$ cat src/verilog/cachePkg.sv
`default_nettype none

package cachePkg;

    // Cache geometry.
    localparam int numWays      = 4;
    localparam int wayIdxW      = 2;
    localparam int numSets      = 128;
    localparam int indexW       = 7;
    localparam int wordsPerLine = 8;
    localparam int wordSelW     = 3;
    localparam int offsetW      = 5;
    localparam int tagW         = 20;

    // Bus widths.
    localparam int addrW        = 32;
    localparam int dataW        = 32;
    localparam int lineW        = wordsPerLine * dataW;
    localparam int strbW        = dataW / 8;

    // One age counter per way, 0 is the most recently used.
    localparam int ageW         = 2;

    // Control entry of one way: dirty, valid, age, tag from the top down.
    localparam int wayEntryW    = 24;
    localparam int tagLsb       = 0;
    localparam int ageLsb       = 20;
    localparam int validBit     = 22;
    localparam int dirtyBit     = 23;

    // Controller states.
    typedef enum logic [2:0] {
        idle      = 3'd0,
        lookup    = 3'd1,
        update    = 3'd2,
        select    = 3'd3,
        writeBack = 3'd4,
        refill    = 3'd5
    } stateE;

    // Control word of one set.
    // The store moves it as one flat word, the lookup logic splits it by way.
    typedef union packed {
        logic [numWays*wayEntryW-1:0]      raw;
        logic [numWays-1:0][wayEntryW-1:0] way;
    } setCtrlU;

endpackage

`default_nettype wire

$ cat src/verilog/cacheController.sv
`timescale 1ns/1ps
`default_nettype none

module cacheController (
    input  wire logic                          clk,
    input  wire logic                          resetn,
    input  wire logic                          reqValid,
    input  wire logic [cachePkg::addrW-1:0]    reqAddr,
    input  wire logic                          reqWrite,
    input  wire logic [cachePkg::strbW-1:0]    reqStrb,
    input  wire logic [cachePkg::dataW-1:0]    reqWdata,
    input  wire logic                          hit,
    input  wire logic [cachePkg::wayIdxW-1:0]  hitWay,
    input  wire logic [cachePkg::wayIdxW-1:0]  victimWay,
    input  wire logic                          victimDirty,
    input  wire logic [cachePkg::tagW-1:0]     victimTag,
    input  wire logic [cachePkg::dataW-1:0]    rdWord,
    input  wire logic [cachePkg::lineW-1:0]    victimLine,
    input  wire logic                          refillReady,
    input  wire logic [cachePkg::lineW-1:0]    refillData,
    input  wire logic                          writeBackAck,
    output logic                               rdEn,
    output logic      [cachePkg::indexW-1:0]   index,
    output logic      [cachePkg::tagW-1:0]     lookupTag,
    output logic                               ctrlWrite,
    output logic                               allocate,
    output logic                               setDirty,
    output logic      [cachePkg::wordSelW-1:0] wordSel,
    output logic      [cachePkg::wayIdxW-1:0]  rdWay,
    output logic                               wrEn,
    output logic      [cachePkg::wayIdxW-1:0]  wrWay,
    output logic      [cachePkg::strbW-1:0]    wrStrb,
    output logic      [cachePkg::dataW-1:0]    wrData,
    output logic                               fillEn,
    output logic      [cachePkg::wayIdxW-1:0]  fillWay,
    output logic      [cachePkg::lineW-1:0]    fillData,
    output logic      [cachePkg::dataW-1:0]    dataOut,
    output logic                               dataOutReady,
    output logic                               busy,
    output logic      [cachePkg::addrW-1:0]    refillAddr,
    output logic                               refillValid,
    output logic      [cachePkg::addrW-1:0]    writeBackAddr,
    output logic      [cachePkg::lineW-1:0]    writeBackData,
    output logic                               writeBackValid
);

    import cachePkg::*;

    stateE               state;
    logic [tagW-1:0]     reqTagQ;
    logic [indexW-1:0]   reqIndexQ;
    logic [wordSelW-1:0] reqWordQ;
    logic                reqWriteQ;
    logic [strbW-1:0]    reqStrbQ;
    logic [dataW-1:0]    reqWdataQ;
    logic [wayIdxW-1:0]  fillWayQ;
    logic                accept;
    logic                refillDone;

    assign accept     = state == idle && reqValid;
    assign refillDone = state == refill && refillReady;

    always_ff @(posedge clk) begin
        if (!resetn) begin
            state <= idle;
        end else begin
            case (state)
                idle:      if (reqValid) state <= lookup;
                lookup: begin
                    if (!hit) begin
                        state <= select;
                    end else if (reqWriteQ) begin
                        state <= update;
                    end else begin
                        state <= idle;
                    end
                end
                update:    state <= idle;
                select:    state <= victimDirty ? writeBack : refill;
                writeBack: if (writeBackAck) state <= refill;
                refill:    if (refillReady) state <= lookup;
                default:   state <= idle;
            endcase
        end
    end

    always_ff @(posedge clk) begin
        if (accept) begin
            reqTagQ   <= reqAddr[offsetW + indexW +: tagW];
            reqIndexQ <= reqAddr[offsetW +: indexW];
            reqWordQ  <= reqAddr[offsetW - wordSelW +: wordSelW];
            reqWriteQ <= reqWrite;
            reqStrbQ  <= reqStrb;
            reqWdataQ <= reqWdata;
        end
        // Victim way, line and address are captured before the allocation lands.
        if (state == select) begin
            fillWayQ      <= victimWay;
            writeBackData <= victimLine;
            writeBackAddr <= {victimTag, reqIndexQ, {offsetW{1'b0}}};
        end
    end

    // Read on accept and again on the replay after a refill.
    assign rdEn      = accept || refillDone;
    assign index     = (state == idle) ? reqAddr[offsetW +: indexW] : reqIndexQ;
    assign lookupTag = reqTagQ;

    assign ctrlWrite = (state == lookup && hit && !reqWriteQ) || state == update ||
                       state == select;
    assign allocate  = state == select;
    assign setDirty  = state == update;

    assign wordSel   = reqWordQ;
    assign rdWay     = hitWay;
    assign wrEn      = state == update;
    assign wrWay     = hitWay;
    assign wrStrb    = reqStrbQ;
    assign wrData    = reqWdataQ;
    assign fillEn    = refillDone;
    assign fillWay   = fillWayQ;
    assign fillData  = refillData;

    assign dataOut        = rdWord;
    assign dataOutReady   = state == lookup && hit;
    assign busy           = state != idle;
    assign refillAddr     = {reqTagQ, reqIndexQ, {offsetW{1'b0}}};
    assign refillValid    = state == refill;
    assign writeBackValid = state == writeBack;

endmodule

`default_nettype wire

$ cat config.mk
export PLATFORM = sky130hd
export DESIGN_NAME = cacheController
export DESIGN_NICKNAME = d
export VERILOG_FILES = /design/src/verilog/cachePkg.sv /design/src/verilog/cacheController.sv
export SDC_FILE = /design/constraint.sdc
export NUM_CORES = 1
export LEC_CHECK = 0
export BUFFER_PORTS_ARGS = -buffer_cell sky130_fd_sc_hd__buf_2
export CAP_MARGIN = 20
export CORE_AREA = 2 2 524 526
export DETAILED_ROUTE_END_ITERATION = 10
export DIE_AREA = 0 0 526 528
export GPL_TIMING_DRIVEN = 1
export SYNTH_ARGS = -nofsm -noshare
export SYNTH_HDL_FRONTEND = slang
export SYNTH_SLANG_ARGS = --single-unit
$ cat constraint.sdc
create_clock -name clk -period 31.8 [get_ports clk]
set_input_delay 6.36 -clock clk [delete_from_list [all_inputs] [get_ports clk]]
set_output_delay 6.36 -clock clk [all_outputs]
set_load 0.02 [all_outputs]
* Word-level counts from Yosys, hierarchy flattened
Cells that the tools add are included.
** Storage, ports and cells
- Flip-flop bits (word level) :: 355
- Output and inout bits :: 690
- Bits of input ports :: 644
- Word-level logic and storage cells :: 37
** Operators by class
- Eq/ne operators :: 8
- Mux-type cells :: 8
- Reduce and logical (&&, ||, !) cells :: 11
** Operator list (number)
- $pmux W3 S5 :: 1
- $mux W3 :: 3
- $mux W7 :: 1
- $eq A3 B2 Y1 const B :: 2
- $eq A3 B3 Y1 const B :: 2
- $ne A2 B2 Y1 const B :: 3
- $logic_and A1 B1 Y1 :: 4
- $mux W2 :: 2
- $eq A3 B1 Y1 const B :: 1
- $logic_not A3 Y1 :: 1
- $logic_or A1 B1 Y1 :: 3
- $reduce_and A3 Y1 :: 1
- $reduce_bool A3 Y1 :: 1
- $logic_not A1 Y1 :: 1
- $mux W1 :: 1

* Logic depth before layout (Yosys ltp)
Gate-level depths: netlist of the first run.
- Depth after elaboration :: 5
- Mapped depth :: 4
- Depth with buffers taken out :: 3

* Worst setup path after synthesis of the first run
Ideal clock, no wire load.
- Path kind :: register to output
- Start point :: reg state[0]
- End point :: out allocate
- Cell stages (with the launch flop) :: 4
- Setup slack :: 12.729 ns
- Required time :: 25.440 ns
- Arrival time :: 12.711 ns
- Path buffers :: 1
- Cells stage by stage :: dfxtp_1 -> buf_4 -> nand2_1 -> nor2_1
** On the way
- Cells in the longest elaborated chain, start to end :: 1
** Ends and longest elaborated chain
- start, declared :: RTL line cacheController.sv:49 : stateE state;
- start signal, assigned :: RTL line cacheController.sv:65 : state <= idle;
- start signal, assigned :: RTL line cacheController.sv:68 : idle: if (reqValid) state <= lookup;
- start signal, assigned :: RTL line cacheController.sv:71 : state <= select;
- $eq A3 B2 Y1 :: RTL line cacheController.sv:111 : assign allocate = state == select;
- end, declared :: RTL line cacheController.sv:26 : output logic allocate,
Every way passes these cells.

* Worst setup path in the final report of the first run
- Start point :: in reqValid
- End point :: out rdEn
** On the way
- Cells in the longest elaborated chain, start to end :: 2
** Ends and longest elaborated chain
- start, declared :: RTL line cacheController.sv:7 : input wire logic reqValid,
- $logic_and A1 B1 Y1 :: RTL line cacheController.sv:60 : assign accept = state == idle && reqValid;
- named net accept :: RTL line cacheController.sv:57 : logic accept;
- $logic_or A1 B1 Y1 :: RTL line cacheController.sv:105 : assign rdEn = accept || refillDone;
- end, declared :: RTL line cacheController.sv:22 : output logic rdEn,
The timed path passes the listed nets, and every way through them passes these cells.

==> impl_metrics.toml, run 1 <==
[placed_design]
dp_hpwl_um = 116000
dp.cells = 4731
port_buffers = 739
finalWeightedCongestion = 0.715

[synth]
synthArstFlopShare = 0
syn_inst = 715
yosysMostFrequentCell = "edfxtp_1"
synth.area.top_cells = "edfxtp_1 (79%), buf_4 (18%), mux2_2 (0.68%), dfxtp_1 (0.45%), nor2_1 (0.17%)"
yosysUniqueCellTypes = 22
synth_commonest_cells = "edfxtp_1 (352), buf_4 (325), mux2_2 (8)"
synth_edf_count = 352
syn_avg_cell_area_sq_um = 18.6
synthFlopType = "edfxtp_1"
ys_seq_elements = 355
synth_top_area_cell = "edfxtp_1"
yosys.area.top_type_share = 0.793
seq_area_frac_synth = 0.798
yosysWarnings = 0
netlist_area_sq_um = 13300

[sta]
rsz0062_at_grt = "no"
slew_viol_final = 0
fmax_mhz = 74.2
slew_headroom = 0.477
holdWs_ps = 503
setup_viol = 0
fin_tns_setup_ps = 0
fin_crit_sh = 0.424
hold_viol_final = 0
finalCriticalPeriod_ps = 13480
skew_ps = 39.0
tightestPinTransition_ps = 785

[worst_setup_path]
slowest_delay_ps = 290
cp_max_fo = 17
cpLargestDelayFamily = "simple AND/OR/NAND/NOR gates"
cp_num_buf_inv = 2
cpMostUsedCell = "buf_2"
ff2ff_path_depth = 5
cp_cell_sequence = "buf_2, and2_4, or2_2, buf_2"
reg2reg_slack_ps = 29170
crit_arrival_ps = 7120
start_kind = "input port"
end_kind = "output port"
required_ps = 25440
r2r-start = "state[0]$_SDFFE_PN0P_"
crit_type = "in2out"
r2r-end = "writeBackData[190]$_DFFE_PP_"
critical-path-slowest-cell = "or2_2"

[status]
status = "completed"

[clocking]
cts_made_buffers = 51
clock_latency_ps = 700
ctsResizeCount = 0
htree_levels = 2
clk_pin_slew_ps = 50
cts_max_path_buffers = 3
cts_tree = "yes"
postCtsHoldBufs = 0
post_cts_buffers = 0
cts_sinks = 355
cts-root-buf = "clkbuf_16"

[cells_and_area]
finalNonFillerCells = 4866
nets = 1840
syn2layout_area_growth_pct = 57.7
drive_gt1_frac = 0.675

[pwr]
ir_drop_mv = 0.0387
power.leakage_nw = 7.17
power_density_nw_per_um2 = 58.7
power.total_mw = 1.23

[floorplan]
die_w_um = 526
dieHeight_um = 528
pin_count = 1334
die_area_sq_um = 278000
start_util = 0.0489
core.rowCount = 192
core_sq_um = 272000

[route]
drc = 0
drt_iter0_drc = 387
vias = 8756
wire_per_inst_um = 26.8
routed_wirelength_um = 130000
vias_per_cell = 1.80
ant_nets = 0
first_pass_iters = 4

[min_path]
holdPathEnd = "writeBackAddr[10]$_DFFE_PP_"
hp-class = "reg2reg"
min_delay_path_depth = 0
hp-start = "reqIndexQ[5]$_DFFE_PP_"

[global_route]
grt_use_total = 0.0897
grt_max_degree = 102
grt_pass1_wl_um = 148000
grt_pass1_vias = 8530
grt-ovfl-total = 0
antenna_found_initial = 146

[job]
drv_cap = 0
[sequential cells by signal, indices dropped and copies added (netlist names)]
register and flops:
writeBackAddr 27, lookupTag 20, writeBackData 256, wrData 32
wordSel 3, fillWay 2, reqWriteQ 1, state 3
reqIndexQ 7, wrStrb 4
[cells by family (layout without fill, tap and decap cells)]
group	count (synthesis)	in the layout	share of synthesized area
and+or+nand+nor	16	16	0.00732
other	1	50	0.000281
muxes	8	8	0.00676
AOI/OAI and AO/OA	6	6	0.00338
buffers and inverters	329	842	0.185
DFF	355	355	0.798
[placed cells by master, fill, tap and decap left out, types with 4 or more instances in the layout]
cell type / instances
buf_4: 4
buf_2: 739
clkbuf_1: 13
mux2_2: 8
clkinv_2: 5
edfxtp_1: 352
conb_1: 10
clkinv_1: 4
diode_2: 40
clkbuf_16: 52
bufinv_16: 6
nor2_1: 5
inv_6: 5
[area by class of cell]
cell class	instances	area, sq um
Clock buffer	66	1360
Tap cell	3589	4490
Multi-Input combinational cell	40	279
Sequential cell	355	10600
Inverter	3	11.3
Clock inverter	28	363
Antenna cell	40	100
Timing Repair Buffer	745	3780
Fill cell	31600	251000
[stage by stage]
stage	setup WS, ps	area, sq um	utilization
after floorplan	12730	13400	-
after global placement	18330	19200	0.0703
after detailed placement	18320	19200	0.0703
after CTS	18320	20900	0.0767
after global routing	18300	21000	0.0770
final	18320	21000	0.0771
[power breakdown]
| part | leakage, nW | switching, mW | internal (mW) | total [mW] |
|---|---|---|---|---|
| Combinational | 3.10 | 0.0636 | 0.0283 | 0.0920 |
| Clock | 0.834 | 0.251 | 0.353 | 0.604 |
| Sequential | 3.23 | 0.00567 | 0.532 | 0.538 |
[worst max-delay path by stage]
stage / start / endpoint / slack [ps] / cells past startpoint
floorplan: state[0]$_SDFFE_PN0P_ / allocate / 12730 / 3
global placement: reqValid / rdEn / 18330 / 4
detailed placement: reqValid / rdEn / 18320 / 4
CTS: reqValid / rdEn / 18320 / 4
global route: reqValid / rdEn / 18300 / 4
finish: reqValid / rdEn / 18320 / 4
[metal layers]
layer / GRT usage / up-vias / routed length (um)
met1: 0.0725 / 3877 / 33900
met2: 0.136 / 1216 / 55800
met5: 0.00104 / - / 326
li1: - / 3262 / -
met4: 0.0408 / 44 / 6220
met3: 0.0984 / 357 / 33900
No activity file was read; power rests on OpenSTA's default activity.
==> run 2, diff against run 1 <==
--- a/config.mk
+++ b/config.mk
@@ -5,11 +5,12 @@
 export SDC_FILE = /design/constraint.sdc
 export NUM_CORES = 1
 export LEC_CHECK = 0
+export ABC_AREA = 1
 export BUFFER_PORTS_ARGS = -buffer_cell sky130_fd_sc_hd__buf_2
 export CAP_MARGIN = 20
-export CORE_AREA = 2 2 524 526
+export CORE_AREA = 2 2 514 516
 export DETAILED_ROUTE_END_ITERATION = 10
-export DIE_AREA = 0 0 526 528
+export DIE_AREA = 0 0 516 518
 export GPL_TIMING_DRIVEN = 1
 export SYNTH_ARGS = -nofsm -noshare
 export SYNTH_HDL_FRONTEND = slang
==> constraint.sdc (replaced) <==
create_clock -name clk -period 13.4 [get_ports clk]
set_input_delay 2.68 -clock clk [delete_from_list [all_inputs] [get_ports clk]]
set_output_delay 2.68 -clock clk [all_outputs]
set_load 0.02 [all_outputs]
==> run 2 against run 1 <==
Net effect:
- core utilization is 0.22 points higher
- global-route usage increased by 1.1 points
- power up 140%
- clock-buffer cell count is 10 lower
- combinational power grew to 3.7 times the previous value
- critical endpoint unchanged
- highest routed layer unchanged
==> impl_metrics.toml, run 2 <==
[status]
status = "completed"

[pwr]
intPower_mw = 2.14
pwr-share-seq = 0.443
ir_drop_mv = 0.0822
power.leakage_nw = 7.18
power.total_mw = 2.95
power_density_nw_per_um2 = 142
pwr-share-comb = 0.114
switching_share = 0.274
power.switching_uw = 808
clockPowerShare = 0.442

[floorplan]
start_util = 0.0510
die_area_sq_um = 267000
pin_count = 1334
core_sq_um = 262000
core.rowCount = 188
dieHeight_um = 518
die_w_um = 516

[cells_and_area]
syn2layout_area_growth_pct = 55.4
layout_common_cells = "buf_2 (739), edfxtp_1 (352), clkbuf_16 (47)"
layout_commonest_cell = "buf_2"
largest_reg_flops = 256
largest_register = "writeBackData"
drive_gt1_frac = 0.660
nets = 1860
finalNonFillerCells = 4797

[sta]
fmax_mhz = 169
fin_tns_setup_ps = 0
hold_viol_final = 0
finalCriticalPeriod_ps = 5920
tightestPinTransition_ps = 930
slew_viol_final = 0
rsz0062_at_grt = "no"
skew_ps = 46.2
slew_headroom = 0.380
fin_crit_sh = 0.441
setup_viol = 0

[synth]
yosys.area.top_type_share = 0.792
yosysMostFrequentCell = "edfxtp_1"
seq_area_frac_synth = 0.796
synthArstFlopShare = 0
syn_avg_cell_area_sq_um = 18.0
yosysUniqueCellTypes = 18
ys_seq_elements = 355
synthFlopType = "edfxtp_1"
synth_commonest_cells = "edfxtp_1 (352), buf_4 (323), nand2_1 (20)"
netlist_area_sq_um = 13300
syn_inst = 740
synth_edf_count = 352
yosysWarnings = 0
synth_top_area_cell = "edfxtp_1"
synth.area.top_cells = "edfxtp_1 (79%), buf_4 (18%), nand2_1 (0.56%), dfxtp_1 (0.45%), nand3_1 (0.45%)"

[worst_setup_path]
crit_type = "in2out"
crit_arrival_ps = 3240
end_kind = "output port"
worstSetupEndpoint = "rdEn"
startpoint = "refillReady"
ff2ff_path_depth = 5
r2r-start = "state[2]$_SDFFE_PN0P_"
required_ps = 10720
start_kind = "input port"
r2r-end = "writeBackData[69]$_DFFE_PP_"
cp_max_fo = 3
reg2reg_slack_ps = 10410

[clocking]
cts_made_buffers = 45
ctsResizeCount = 0
postCtsHoldBufs = 0
cts_sinks = 355
htree_levels = 2
cts_max_path_buffers = 3
clk_pin_slew_ps = 60
cts-root-buf = "clkbuf_16"
clock_latency_ps = 630
cts_tree = "yes"
post_cts_buffers = 0

[placed_design]
dp.cells = 4683
finalWeightedCongestion = 0.725
dp_hpwl_um = 130000
port_buffers = 739

[global_route]
grt_pass1_wl_um = 159000
grt_max_degree = 94
antenna_found_initial = 170
grt_pass1_vias = 8811
grt-ovfl-total = 0
grt_use_total = 0.101

[route]
vias_per_cell = 1.88
drc = 0
ant_nets = 0
wire_per_inst_um = 29.5
routed_wirelength_um = 141000
drt_iter0_drc = 636
vias = 9001
first_pass_iters = 5

[job]
drv_cap = 0

[min_path]
hp-class = "reg2reg"
-- run 2: cell types whose count changed after synthesis, moves of 2 or more --
cell     previous run  this run
and3_1              2         0
buf_4             325       323
inv_1               3         9
mux2_2              8         0
nand2_1             2        20
nand3_1             0        12
nor2_1              6         9
-- run 2: per-stage QoR --
step | utilization | setup slack (ps) | hold slack, ps | area (sq um)
3_3_place_gp | 0.0730 | 7560 | 505 | 19100
6_report | 0.0793 | 7480 | 553 | 20700
4_1_cts | 0.0789 | 7510 | 546 | 20600
5_1_grt | 0.0792 | 7470 | 568 | 20700
3_5_place_dp | 0.0730 | 7510 | 533 | 19100
2_1_floorplan | - | 4560 | 490 | 13400
-- run 2: critical path: stages --
cell	delay (ps)
buf_2	70
inv_1	70
o22ai_1	210
buf_2	200
-- run 2: how the worst min path moves through the flow --
stage | endpoint | from | depth (start not counted)
CTS | writeBackAddr[11]$_DFFE_PP_ | reqIndexQ[6]$_DFFE_PP_ | 0
finish | writeBackAddr[11]$_DFFE_PP_ | reqIndexQ[6]$_DFFE_PP_ | 0
global placement | state[1]$_SDFFE_PN0P_ | reqWriteQ$_DFFE_PP_ | 1
floorplan | state[1]$_SDFFE_PN0P_ | reqWriteQ$_DFFE_PP_ | 1
global route | writeBackAddr[9]$_DFFE_PP_ | reqIndexQ[4]$_DFFE_PP_ | 0
detailed placement | state[1]$_SDFFE_PN0P_ | reqWriteQ$_DFFE_PP_ | 1
-- run 2: cell families after synthesis --
family                 Yosys count  synth area share
other                            1          0.000281
flip-flops                     355             0.796
buffers and inverters          335             0.186
AND/OR/NAND/NOR                 45            0.0152
AO/OA/AOI/OAI                    4           0.00206
-- run 2: cell type report --
| type | count | area, sq um |
|---|---|---|
| Clock inverter | 27 | 302 |
| Fill cell | 30300 | 241000 |
| Antenna cell | 30 | 75.1 |
| Clock buffer | 56 | 1260 |
| Multi-Input combinational cell | 59 | 275 |
| Sequential cell | 355 | 10600 |
| Timing Repair Buffer | 745 | 3760 |
| Inverter | 10 | 45.0 |
| Tap cell | 3515 | 4400 |
-- run 2: power by group through the flow --
stage                     registers [mW]  clock network (mW)  logic (mW)
final                               1.31                1.30       0.338
after global routing                1.31                1.39       0.365
after CTS                           1.31                1.37       0.352
after detailed placement            1.33                   0       0.351
after global placement              1.33                   0       0.345
after floorplan                     1.40                   0       0.210
-- run 2: metal layers --
metal | GRT usage | wire, um | vias up
met4 | 0.0373 | 6380 | 22
li1 | - | - | 3297
met1 | 0.0887 | 41700 | 4024
met5 | 0.000721 | 162 | -
met3 | 0.0854 | 28800 | 430
met2 | 0.167 | 64300 | 1228
